### src/hw/mic_pkg.sv
package mic_pkg;

        // ======================================================================
        // array geometry
        // ======================================================================
        localparam int num_mics  = 4;                   // I2S data lines
        localparam int num_chans = 2 * num_mics;        // left + right per mic

        // ======================================================================
        // sample path widths
        // ======================================================================
        localparam int sample_w  = 16;                  // bits taken per I2S word
        localparam int mic_gain  = 10;                  // fixed front-end multiplier
        localparam int scaled_w  = 20;                  // 32767 * 10 still fits signed
        localparam int vol_w     = 8;
        localparam int mix_w     = 32;                  // four full-scale products, no wrap
        localparam int bit_cnt_w = $clog2(sample_w + 1); // counts 0..16

        typedef logic signed [sample_w-1:0] sample_t;

        // one microphone, both word clock halves
        typedef struct packed {
                sample_t left;   // lrclk low
                sample_t right;  // lrclk high
        } mic_pair_t;

        typedef logic signed [scaled_w-1:0] scaled_t;

        typedef logic [vol_w-1:0] vol_t;                // unsigned level, 0 mutes
        typedef vol_t [num_chans-1:0] vol_set_t;        // indexed by stream channel

        typedef logic signed [mix_w-1:0] mix_t;

endpackage
### src/hw/tdm_pkg.sv
package tdm_pkg;

        import mic_pkg::*;

        // ======================================================================
        // tdm stream definitions
        // ======================================================================
        localparam int chan_w = $clog2(num_chans);      // 3 bits for 8 channels

        typedef logic [chan_w-1:0] chan_t;

        // last channel of a burst, carries eop
        localparam chan_t last_chan = chan_t'(num_chans - 1);

        // one beat of the burst
        // data is full mix width so the same beat
        // serves before and after the volume stage
        typedef struct packed {
                logic  valid;   // beat present this cycle
                logic  sop;     // channel 0
                logic  eop;     // channel 7
                chan_t chan;    // 2k = mic k left, 2k+1 = mic k right
                mix_t  data;    // signed sample
        } tdm_beat_t;

endpackage

### src/hw/mic_array_top.sv
`timescale 1ns/10ps

module mic_array_top
        import mic_pkg::*, tdm_pkg::*;
(
        input  logic                CLOCK_50,
        input  logic                rst,
        input  logic                bclk,
        input  logic                lrclk,
        input  logic [num_mics-1:0] mic_sd,
        input  vol_set_t            vol,
        output mix_t                left,
        output mix_t                right,
        output logic                mix_valid
);

        mic_pair_t [num_mics-1:0] pairs;        // one per microphone
        logic                     frame_strobe; // from receiver 0
        tdm_beat_t                seq_beat;     // gain applied, before volume
        tdm_beat_t                gain_beat;    // after volume

        // ======================================================================
        // I2S receivers, shared bclk/lrclk
        // ======================================================================
        for (genvar i = 0; i < num_mics; i++)
        begin : g_rx
                if (i == 0)
                begin : g_lead
                        // all lines framed alike, one strobe is enough
                        i2s_rx rx_i (
                                .CLOCK_50   (CLOCK_50),
                                .rst        (rst),
                                .bclk       (bclk),
                                .lrclk      (lrclk),
                                .sd         (mic_sd[i]),
                                .pair       (pairs[i]),
                                .pair_valid (frame_strobe)
                        );
                end
                else
                begin : g_follow
                        i2s_rx rx_i (
                                .CLOCK_50   (CLOCK_50),
                                .rst        (rst),
                                .bclk       (bclk),
                                .lrclk      (lrclk),
                                .sd         (mic_sd[i]),
                                .pair       (pairs[i]),
                                .pair_valid ()
                        );
                end
        end

        // ======================================================================
        // stream path
        // ======================================================================
        tdm_sequencer seq_i (
                .CLOCK_50     (CLOCK_50),
                .rst          (rst),
                .frame_strobe (frame_strobe),
                .pairs        (pairs),
                .beat         (seq_beat)
        );

        channel_gain gain_i (
                .CLOCK_50 (CLOCK_50),
                .rst      (rst),
                .vol      (vol),
                .beat_in  (seq_beat),
                .beat_out (gain_beat)
        );

        channel_mixer mixer_i (
                .CLOCK_50  (CLOCK_50),
                .rst       (rst),
                .beat      (gain_beat),
                .left      (left),
                .right     (right),
                .mix_valid (mix_valid)
        );

endmodule

### src/hw/channel_mixer.sv
`timescale 1ns/10ps

module channel_mixer
        import mic_pkg::*, tdm_pkg::*;
(
        input  logic      CLOCK_50,
        input  logic      rst,
        input  tdm_beat_t beat,
        output mix_t      left,
        output mix_t      right,
        output logic      mix_valid
);

        mix_t hold [num_chans];         // latest value per channel
        mix_t cur  [num_chans];         // hold with incoming beat bypassed
        mix_t sum_even;                 // mic left channels
        mix_t sum_odd;                  // mic right channels
        logic last_beat;

        assign last_beat = beat.valid & beat.eop;

        // ======================================================================
        // group sums
        // ======================================================================
        always_comb
        begin
                sum_even = '0;
                sum_odd  = '0;
                for (int c = 0; c < num_chans; c++)
                begin
                        cur[c] = (beat.valid && beat.chan == chan_t'(c)) ? beat.data : hold[c];
                        if (c % 2 == 0)
                                sum_even = sum_even + cur[c];
                        else
                                sum_odd = sum_odd + cur[c];
                end
        end

        always_ff @(posedge CLOCK_50)
        begin
                if (rst)
                begin
                        hold      <= '{default: '0};
                        left      <= '0;
                        right     <= '0;
                        mix_valid <= 1'b0;
                end
                else
                begin
                        if (beat.valid)
                                hold[beat.chan] <= beat.data;
                        mix_valid <= last_beat;         // one cycle after eop
                        if (last_beat)
                        begin
                                left  <= sum_even;
                                right <= sum_odd;
                        end
                end
        end

        // eop closes a full burst, so it must be the last channel
        a_eop_is_last : assert property (
                @(posedge CLOCK_50) disable iff (rst)
                last_beat |-> (beat.chan == last_chan));

endmodule

### src/hw/channel_gain.sv
`timescale 1ns/10ps

module channel_gain
        import mic_pkg::*, tdm_pkg::*;
(
        input  logic      CLOCK_50,
        input  logic      rst,
        input  vol_set_t  vol,
        input  tdm_beat_t beat_in,
        output tdm_beat_t beat_out
);

        // ======================================================================
        // stage 1: pick the volume for this beat's channel
        // ======================================================================
        tdm_beat_t s1_beat;
        vol_t      s1_vol;

        always_ff @(posedge CLOCK_50)
        begin
                if (rst)
                        s1_beat <= '0;
                else
                        s1_beat <= beat_in;
        end

        always_ff @(posedge CLOCK_50)
        begin
                s1_vol <= vol[beat_in.chan];
        end

        // ======================================================================
        // stage 2: multiply, tags ride along
        // ======================================================================
        mix_t product;

        // zero-extended volume so the multiply stays signed
        assign product = mix_t'(s1_beat.data * $signed({1'b0, s1_vol}));

        always_ff @(posedge CLOCK_50)
        begin
                if (rst)
                        beat_out <= '0;
                else
                begin
                        beat_out      <= s1_beat;
                        beat_out.data <= product;
                end
        end

        // burst framing from the sequencer
        a_sop_is_chan0 : assert property (
                @(posedge CLOCK_50) disable iff (rst)
                (beat_in.valid && beat_in.sop) |-> (beat_in.chan == '0));

endmodule

### src/hw/tdm_sequencer.sv
`timescale 1ns/10ps

module tdm_sequencer
        import mic_pkg::*, tdm_pkg::*;
(
        input  logic                     CLOCK_50,
        input  logic                     rst,
        input  logic                     frame_strobe,
        input  mic_pair_t [num_mics-1:0] pairs,
        output tdm_beat_t                beat
);

        scaled_t scaled [num_chans];    // gain applied, live
        scaled_t hold   [num_chans];    // frame snapshot for beats 1..7
        chan_t   cnt;                   // next channel to send
        logic    busy;                  // burst running
        logic    start;

        assign start = frame_strobe & ~busy;    // strobe mid-burst is dropped

        // ======================================================================
        // front-end gain, channel 2k left / 2k+1 right
        // ======================================================================
        always_comb
        begin
                for (int k = 0; k < num_mics; k++)
                begin
                        scaled[2*k]   = scaled_t'(pairs[k].left * mic_gain);
                        scaled[2*k+1] = scaled_t'(pairs[k].right * mic_gain);
                end
        end

        always_ff @(posedge CLOCK_50)
        begin
                if (start)
                        hold <= scaled;
        end

        // ======================================================================
        // burst walker
        // ======================================================================
        always_ff @(posedge CLOCK_50)
        begin
                if (rst)
                begin
                        busy <= 1'b0;
                        cnt  <= '0;
                        beat <= '0;
                end
                else if (start)
                begin
                        // beat 0 straight from the inputs, one cycle after strobe
                        beat.valid <= 1'b1;
                        beat.sop   <= 1'b1;
                        beat.eop   <= 1'b0;
                        beat.chan  <= '0;
                        beat.data  <= mix_t'(scaled[0]);   // sign extend
                        cnt        <= chan_t'(1);
                        busy       <= 1'b1;
                end
                else if (busy)
                begin
                        beat.valid <= 1'b1;
                        beat.sop   <= 1'b0;
                        beat.eop   <= (cnt == last_chan);
                        beat.chan  <= cnt;
                        beat.data  <= mix_t'(hold[cnt]);
                        cnt        <= cnt + 1'b1;          // wraps to 0 after 7
                        busy       <= (cnt != last_chan);
                end
                else
                        beat <= '0;                        // idle
        end

        // no back-pressure, frames must not overlap a burst
        a_no_strobe_in_burst : assert property (
                @(posedge CLOCK_50) disable iff (rst) frame_strobe |-> !busy);

endmodule

### src/hw/i2s_rx.sv
`timescale 1ns/10ps

module i2s_rx
        import mic_pkg::*;
(
        input  logic      CLOCK_50,
        input  logic      rst,
        input  logic      bclk,
        input  logic      lrclk,
        input  logic      sd,
        output mic_pair_t pair,
        output logic      pair_valid
);

        // ======================================================================
        // input synchronizers
        // ======================================================================
        logic [2:0] bclk_sync;          // [1] synced level, [2] one cycle older
        logic [2:0] lrclk_sync;
        logic [1:0] sd_sync;            // [1] lines up with bclk_sync[1]

        always_ff @(posedge CLOCK_50)
        begin
                if (rst)
                begin
                        bclk_sync  <= '0;
                        lrclk_sync <= '0;
                        sd_sync    <= '0;
                end
                else
                begin
                        bclk_sync  <= {bclk_sync[1:0], bclk};
                        lrclk_sync <= {lrclk_sync[1:0], lrclk};
                        sd_sync    <= {sd_sync[0], sd};
                end
        end

        logic bclk_rise;
        logic lr_edge;

        assign bclk_rise = bclk_sync[1] & ~bclk_sync[2];
        assign lr_edge   = lrclk_sync[1] ^ lrclk_sync[2];   // either direction

        // ======================================================================
        // word capture
        // ======================================================================
        // the first rise after a word clock change still belongs to the old
        // word (one bit delay), so with 16 bclk per half the LSB lands there
        logic                 skip;         // next rise is the delayed slot
        logic                 old_right;    // side of the word just closed
        logic [bit_cnt_w-1:0] taken;        // bits of the current word
        sample_t              left_sr;
        sample_t              right_sr;
        logic                 shift_en;
        logic                 shift_right;
        logic                 word_done;    // right word complete

        assign shift_en    = bclk_rise && (taken < sample_w);  // extra bits dropped
        assign shift_right = skip ? old_right : lrclk_sync[1];

        always_ff @(posedge CLOCK_50)
        begin
                if (rst)
                begin
                        skip      <= 1'b0;
                        old_right <= 1'b0;
                        taken     <= '0;
                        left_sr   <= '0;
                        right_sr  <= '0;
                        word_done <= 1'b0;
                end
                else
                begin
                        word_done <= bclk_rise & skip & old_right;
                        if (lr_edge)
                        begin
                                skip      <= 1'b1;
                                old_right <= lrclk_sync[2];  // level before the change
                        end
                        else if (bclk_rise)
                        begin
                                if (shift_en && shift_right)
                                        right_sr <= {right_sr[sample_w-2:0], sd_sync[1]};
                                else if (shift_en)
                                        left_sr <= {left_sr[sample_w-2:0], sd_sync[1]};

                                if (skip)
                                begin
                                        skip  <= 1'b0;
                                        taken <= '0;            // new word starts counting
                                end
                                else if (shift_en)
                                        taken <= taken + 1'b1;
                        end
                end
        end

        // pair register, held until the next frame
        always_ff @(posedge CLOCK_50)
        begin
                if (rst)
                begin
                        pair       <= '0;
                        pair_valid <= 1'b0;
                end
                else
                begin
                        pair_valid <= word_done;
                        if (word_done)
                        begin
                                pair.left  <= left_sr;
                                pair.right <= right_sr;
                        end
                end
        end

        // one frame per strobe, never back to back
        a_pair_valid_pulse : assert property (
                @(posedge CLOCK_50) disable iff (rst) pair_valid |=> !pair_valid);

endmodule

### config.mk
export PLATFORM = sky130hd
export DESIGN_NAME = mic_array_top
export DESIGN_NICKNAME = d
export VERILOG_FILES = /design/src/hw/mic_pkg.sv /design/src/hw/tdm_pkg.sv /design/src/hw/mic_array_top.sv /design/src/hw/channel_mixer.sv /design/src/hw/channel_gain.sv /design/src/hw/tdm_sequencer.sv /design/src/hw/i2s_rx.sv
export SDC_FILE = /design/constraint.sdc
export NUM_CORES = 2
export LEC_CHECK = 0
export CAP_MARGIN = 30
export CORE_MARGIN = 4
export CORE_UTILIZATION = 50
export CTS_BUF_LIST = sky130_fd_sc_hd__clkbuf_8
export DETAILED_ROUTE_END_ITERATION = 8
export DONT_BUFFER_PORTS = 1
export GPL_TIMING_DRIVEN = 0
export SLEW_MARGIN = 30
export SYNTH_ARGS = -nofsm -noshare
export SYNTH_HDL_FRONTEND = slang
export SYNTH_HIERARCHICAL = 1
export SYNTH_SLANG_ARGS = --single-unit
### constraint.sdc
create_clock -name CLOCK_50 -period 14 [get_ports CLOCK_50]
set_clock_uncertainty 0.2 [all_clocks]
set_input_delay 0.7 -clock CLOCK_50 [delete_from_list [all_inputs] [get_ports CLOCK_50]]
set_output_delay 0.7 -clock CLOCK_50 [all_outputs]
set_load 0.1 [all_outputs]
Word-level counts from Yosys, hierarchy flattened
Index checks and enable logic that the tools add are counted.
{"block": "totals", "ff_bits": 917, "inputBits": 72}
{"block": "op_classes", "addsub": 11, "mul": 9, "order_cmp": 8, "eq_ne": 9, "n_mux": 42, "n_bitwise": 33, "reduce_logical": 41}
{"operator": "32-bit 2-to-1 mux", "count": 9}
{"operator": "256-bit bitwise mux", "count": 1}
{"operator": "32-bit adder", "count": 6}
{"operator": "16-bit by 4-bit multiplier with 19-bit output, second input constant", "count": 8}
{"operator": "32-bit demux with 3-bit select", "count": 1}
{"operator": "38-bit 2-to-1 mux", "count": 2}
{"operator": "20-bit binary-select mux with 3-bit select", "count": 1}
{"operator": "20-bit 2-to-1 mux", "count": 2}
{"operator": "5-bit 2-to-1 mux", "count": 8}
{"operator": "32-bit by 9-bit multiplier with 32-bit output", "count": 1}
{"operator": "8-bit binary-select mux with 3-bit select", "count": 1}
{"operator": "3-bit AND reduction", "count": 8}
{"operator": "5-bit by 1-bit adder with 5-bit output, second input constant", "count": 4}
{"operator": "5-bit < comparator, second input constant", "count": 4}
{"operator": "2-bit nonzero test", "count": 9}
{"operator": "1-bit logical AND", "count": 17}
{"operator": "1-bit 2-to-1 mux", "count": 16}
{"operator": "4-bit AND reduction", "count": 4}
{"operator": "3-bit == test, second input constant", "count": 5}
{"operator": "1-bit bitwise AND", "count": 14}
{"operator": "1-bit NOT", "count": 13}
{"operator": "4-bit >= comparator, second input constant", "count": 2}
{"operator": "8-bit 2-to-1 mux", "count": 1}
{"operator": "3-bit NOT with 4-bit output", "count": 2}
{"operator": "10 further kinds", "count": 14}

Depth between registers and ports, before layout
{"block": "logic_depth", "word_depth": 6, "mapped_depth": 20}

By module
The synthesis kept the hierarchy.
{"module": "channel_mixer", "instances": 1, "cells_per_inst": 1897, "area_per_inst_um2": 18341.3, "seq_area_each_um2": 6426.2}
{"module": "tdm_sequencer", "instances": 1, "cells_per_inst": 1088, "area_per_inst_um2": 13110.1, "seq_area_each_um2": 5144.9}
{"module": "i2s_rx", "instances": 4, "cells_per_inst": 281, "area_per_inst_um2": 2957.8, "seq_area_each_um2": 1621.6}
{"module": "channel_gain", "instances": 1, "cells_per_inst": 1039, "area_per_inst_um2": 9631.7, "seq_area_each_um2": 1681.6}

Least setup slack after synthesis
Ideal clock, no wire load.
{"block": "synth_path", "path_kind": "register -> register", "from": "register g_rx[0].g_lead.rx_i.pair_valid", "to": "register seq_i/beat[10] (netlist name)", "arrival_time_ps": 8347, "path_slack_ps": 5379, "path_stages_with_launch": 7, "synth_period_minus_slack_ps": 8621, "path_cell_list": "dfxtp_1 nor2b_1 nor2b_1 clkbuf_1 clkbuf_1 nand2_1 o21ai_0"}
{"block": "synth_between", "elab_chain_len": 2}
{"element": "from (decl)", "line_no": "i2s_rx.sv:12", "source": "output logic pair_valid"}
{"element": "from (signal assigned)", "line_no": "i2s_rx.sv:108", "source": "pair_valid <= word_done;"}
{"element": "1-bit bitwise AND", "line_no": "tdm_sequencer.sv:19", "source": "assign start = frame_strobe & ~busy;"}
{"element": "via seq_i.start", "line_no": "tdm_sequencer.sv:17", "source": "logic start;"}
{"element": "38-bit 2-to-1 mux", "line_no": "tdm_sequencer.sv:50", "source": "else if (start)"}
{"element": "to (decl)", "line_no": "tdm_sequencer.sv:10", "source": "output tdm_beat_t beat"}
The timed path passes the listed nets, and every way through them passes these cells.
A chain may end at the register's enable or synchronous reset.

Final worst setup path
{"block": "layout_path", "from": "register gain_i.s1_vol[2]", "to": "register gain_i/beat_out[26] (netlist name)"}
{"block": "layout_between", "elab_chain_len": 1}
{"element": "from (decl)", "line_no": "channel_gain.sv:17", "source": "vol_t s1_vol;"}
{"element": "from (signal assigned)", "line_no": "channel_gain.sv:29", "source": "s1_vol <= vol[beat_in.chan];"}
{"element": "32-bit by 9-bit multiplier with 32-bit output", "line_no": "channel_gain.sv:38", "source": "assign product = mix_t'(s1_beat.data * $signed({1'b0, s1_vol}));"}
{"element": "to (signal assigned)", "line_no": "channel_gain.sv:46", "source": "beat_out <= s1_beat;"}
{"element": "to (decl)", "line_no": "channel_gain.sv:10", "source": "output tdm_beat_t beat_out"}
No other way between the ends.

==> impl_metrics.ini <==
[power]
peakVddDrop_uv = 77.6
power-per-cell-area_mw_per_mm2 = 89.9
overall_power_of_the_completed_layout_mw = 5.24
power.leakage_nw = 26.0

[grt]
global_route.usage.total_pct = 23.8
antenna_found_initial = 5
grt_max_degree = 26
grt_first_pass_wirelength_um = 209000
globalRouteOverflowTotal = 0
vias_in_the_first_global_route = 37100

[timing]
finish_stage_setup_viols = 0
hold_violations = 0
tns_ns = 0
slew_headroom_pct = 31.4
finalCritPeriodShare_pct = 45.4
timing.fmax_ghz = 0.157
tightestPinTransition_ns = 1.03
postLayoutSetupSlackWorst_ns = 7.65
final_min_period_ns = 6.35
unrepaired_setup_endpoints_after_global_routing = false
maxSlewViolCount = 0

[layout]
drive_gt1_share_pct = 11.0
area.growth.synth_to_final_pct = 10.5
final_cell_area_mm2 = 0.0583
design.final.nets = 6058
fillers = 9433
finalNonFillerCells = 6841

[floorplan]
floorplan.core_area_mm2 = 0.104
floorplan.io_pins = 137
floorplan.die_area_mm2 = 0.111
starting_density_of_the_core_pct = 50.7
placement_rows = 118
floorplan.die.height_um = 333
die_w_um = 333

[synthesis]
synthesis.area_mm2 = 0.0528
postSynthAreaPerCell_um2 = 10.3
synth_fp_nets = 5860
synth.yosys.warnings = 6
post_synth_inst_count = 5137

[detailed_routing]
final_routed_wirelength_um = 131000
firstDrtPassIters = 6
drc = 0
detailroute.via_count = 36700
detail_route.wl_per_cell_um = 19.2
drtIter0Drc = 2243
via_per_inst = 5.37
antenna_violating_nets_post_route = 0

[setup_path]
r2r_setup_slack_ns = 7.65
critical_path_class = flop to flop
worst_ep_required_time_ns = 14.50
worst_setup_path_end_kind = flop
crit-reg2reg-launch = gain_i/s1_vol[2]
worst_r2r_path_depth = 18
critPathLaunchType = flop
regToRegEndpoint = gain_i/beat_out[26]
critical_path_peak_fanout = 10
cp_arrival_ns = 6.86

[place]
post_placement_cell_area_mm2 = 0.0547
placed_cells = 6524
io_buffers = 0
gp_congestion = 0.878
dpl_worst_slack_ns = 7.68
dpl_hpwl_um = 99300

[cts]
cts_tree = yes
cts_num_sinks = 904
cts-htree-levels = 4
worstSkewPairLatency_ns = 0.83
buffers_from_clock_root_to_sink_at_most = 3
quantity_of_gates_resized_following_cts = 0
numCtsBuffers = 158
root_buffer_cell = sky130_fd_sc_hd__clkbuf_8
cts.clk_slew.worst_paths_ns = 0.07

[worst_hold_path]
min_delay_worst_endpoint = g_rx[1].g_follow.rx_i/taken[2]
worst_hold_path_type = primary input to flop
holdPathStages = 2
worst_hold_startpoint = rst

[flow_run]
drv.max_cap_violation_count = 0

[status]
status = finished, final reports clean
-- routing by layer --
| layer | routed length (µm) | vias to the layer above | global-route usage (%) |
|---|---|---|---|
| met5 | 0 | - | 0 |
| met4 | 4000 | 0 | 8.15 |
| met3 | 5970 | 213 | 3.45 |
| met2 | 63700 | 762 | 40.9 |
| met1 | 57600 | 17800 | 30.9 |
| li1 | - | 17900 | - |
-- stage by stage --
| stage | utilization [%] | hold slack, ns |
|---|---|---|
| 2_1_floorplan | - | 0.214 |
| 4_1_cts | 56.0 | 0.0206 |
| 5_1_grt | 56.0 | 0.108 |
| 6_report | 56.0 | 0.133 |
| 3_5_place_dp | 52.6 | 0.220 |
| 3_3_place_gp | 52.3 | 0.218 |
-- layout by cell type (no fill, tap or decap), types with 18 or more instances in the layout --
| cell type | n |
|---|---|
| sky130_fd_sc_hd__a211oi_1 | 38 |
| sky130_fd_sc_hd__a21o_1 | 77 |
| sky130_fd_sc_hd__a21oi_1 | 185 |
| sky130_fd_sc_hd__a31oi_1 | 27 |
| sky130_fd_sc_hd__and2_1 | 303 |
| sky130_fd_sc_hd__and3_1 | 20 |
| sky130_fd_sc_hd__buf_1 | 22 |
| sky130_fd_sc_hd__buf_2 | 30 |
| sky130_fd_sc_hd__clkbuf_1 | 148 |
| sky130_fd_sc_hd__clkbuf_8 | 200 |
| sky130_fd_sc_hd__clkinv_2 | 18 |
| sky130_fd_sc_hd__dfxtp_1 | 744 |
| sky130_fd_sc_hd__dlygate4sd3_1 | 31 |
| sky130_fd_sc_hd__edfxtp_1 | 152 |
| sky130_fd_sc_hd__fa_1 | 288 |
| sky130_fd_sc_hd__ha_1 | 363 |
| sky130_fd_sc_hd__inv_1 | 497 |
| sky130_fd_sc_hd__mux2_2 | 189 |
| sky130_fd_sc_hd__mux2i_1 | 352 |
| sky130_fd_sc_hd__mux4_2 | 54 |
| sky130_fd_sc_hd__nand2_1 | 442 |
| sky130_fd_sc_hd__nand2b_1 | 24 |
| sky130_fd_sc_hd__nand3_1 | 43 |
| sky130_fd_sc_hd__nand4_1 | 21 |
| sky130_fd_sc_hd__nor2_1 | 355 |
| sky130_fd_sc_hd__nor2b_1 | 107 |
| sky130_fd_sc_hd__nor3_1 | 52 |
| sky130_fd_sc_hd__o21a_1 | 24 |
| sky130_fd_sc_hd__o21ai_0 | 110 |
| sky130_fd_sc_hd__o21ai_1 | 19 |
| sky130_fd_sc_hd__o21bai_1 | 22 |
| sky130_fd_sc_hd__xnor2_1 | 123 |
| sky130_fd_sc_hd__xor2_1 | 62 |
-- sequential cells by signal, summed over array words and instances (netlist names), 5 cells and up --
register / count
g_rx.g_follow.rx_i/bclk_sync: 9
g_rx.g_follow.rx_i/left_sr: 48
g_rx.g_follow.rx_i/lrclk_sync: 9
g_rx.g_follow.rx_i/pair: 96
g_rx.g_follow.rx_i/right_sr: 48
g_rx.g_follow.rx_i/sd_sync: 6
g_rx.g_follow.rx_i/taken: 15
g_rx.g_lead.rx_i/left_sr: 16
g_rx.g_lead.rx_i/pair: 32
g_rx.g_lead.rx_i/right_sr: 16
g_rx.g_lead.rx_i/taken: 5
gain_i/beat_out: 37
gain_i/s1_beat: 37
gain_i/s1_vol: 8
mixer_i/hold: 256
mixer_i/left: 32
mixer_i/right: 32
seq_i/beat: 24
seq_i/hold: 152
-- area by class of cell --
type	count	area (µm²)	area share [%]
Antenna cell	3	7.51	0.0129
Timing Repair Buffer	38	503	0.863
Sequential cell	904	19600	33.7
Clock buffer	200	2750	4.72
Clock inverter	83	503	0.863
Inverter	452	1700	2.91
Tap cell	1380	1730	2.96
Buffer	232	1070	1.83
Multi-Input combinational cell	3549	30400	52.2
-- critical path, cell delays in order (launching register included) --
cell and delay [ns]:
sky130_fd_sc_hd__dfxtp_1 0.35, sky130_fd_sc_hd__clkbuf_1 0.60, sky130_fd_sc_hd__buf_1 0.67, sky130_fd_sc_hd__nand2_1 0.18
sky130_fd_sc_hd__fa_1 0.57, sky130_fd_sc_hd__inv_1 0.05, sky130_fd_sc_hd__fa_1 0.45, sky130_fd_sc_hd__ha_1 0.29
sky130_fd_sc_hd__inv_1 0.05, sky130_fd_sc_hd__fa_1 0.52, sky130_fd_sc_hd__inv_1 0.06, sky130_fd_sc_hd__fa_1 0.48
sky130_fd_sc_hd__a211oi_2 0.21, sky130_fd_sc_hd__nor2_1 0.13, sky130_fd_sc_hd__o311ai_4 0.34, sky130_fd_sc_hd__a21oi_2 0.15
sky130_fd_sc_hd__or2_4 0.27, sky130_fd_sc_hd__o41ai_2 0.30, sky130_fd_sc_hd__mux2_1 0.35
-- worst max path at each step --
stage                                              start                   to  slack, ns  cells past startpoint
after floorplan           g_rx[0].g_lead.rx_i/pair_valid       seq_i/beat[10]       5.39                      6
after detailed placement                gain_i/s1_vol[2]  gain_i/beat_out[26]       7.68                     18
final                                   gain_i/s1_vol[2]  gain_i/beat_out[26]       7.65                     18
after global placement    g_rx[0].g_lead.rx_i/pair_valid       seq_i/beat[13]       2.41                      6
after CTS                               gain_i/s1_vol[2]  gain_i/beat_out[26]       7.69                     18
after global routing                    gain_i/s1_vol[2]  gain_i/beat_out[26]       7.33                     18
-- what timing repair did --
action	4_1_cts	5_1_grt
endpoints found under the hold margin	27	0
hold buffers	31	0
buffers inserted	0	0
-- power breakdown --
| part | switching (mW) | internal [mW] | total (mW) |
|---|---|---|---|
| registers | 0.00803 | 2.64 | 2.65 |
| logic | 0.0836 | 0.0331 | 0.117 |
| clock network | 1.11 | 1.36 | 2.47 |
(Power assumes the default switching activity.)
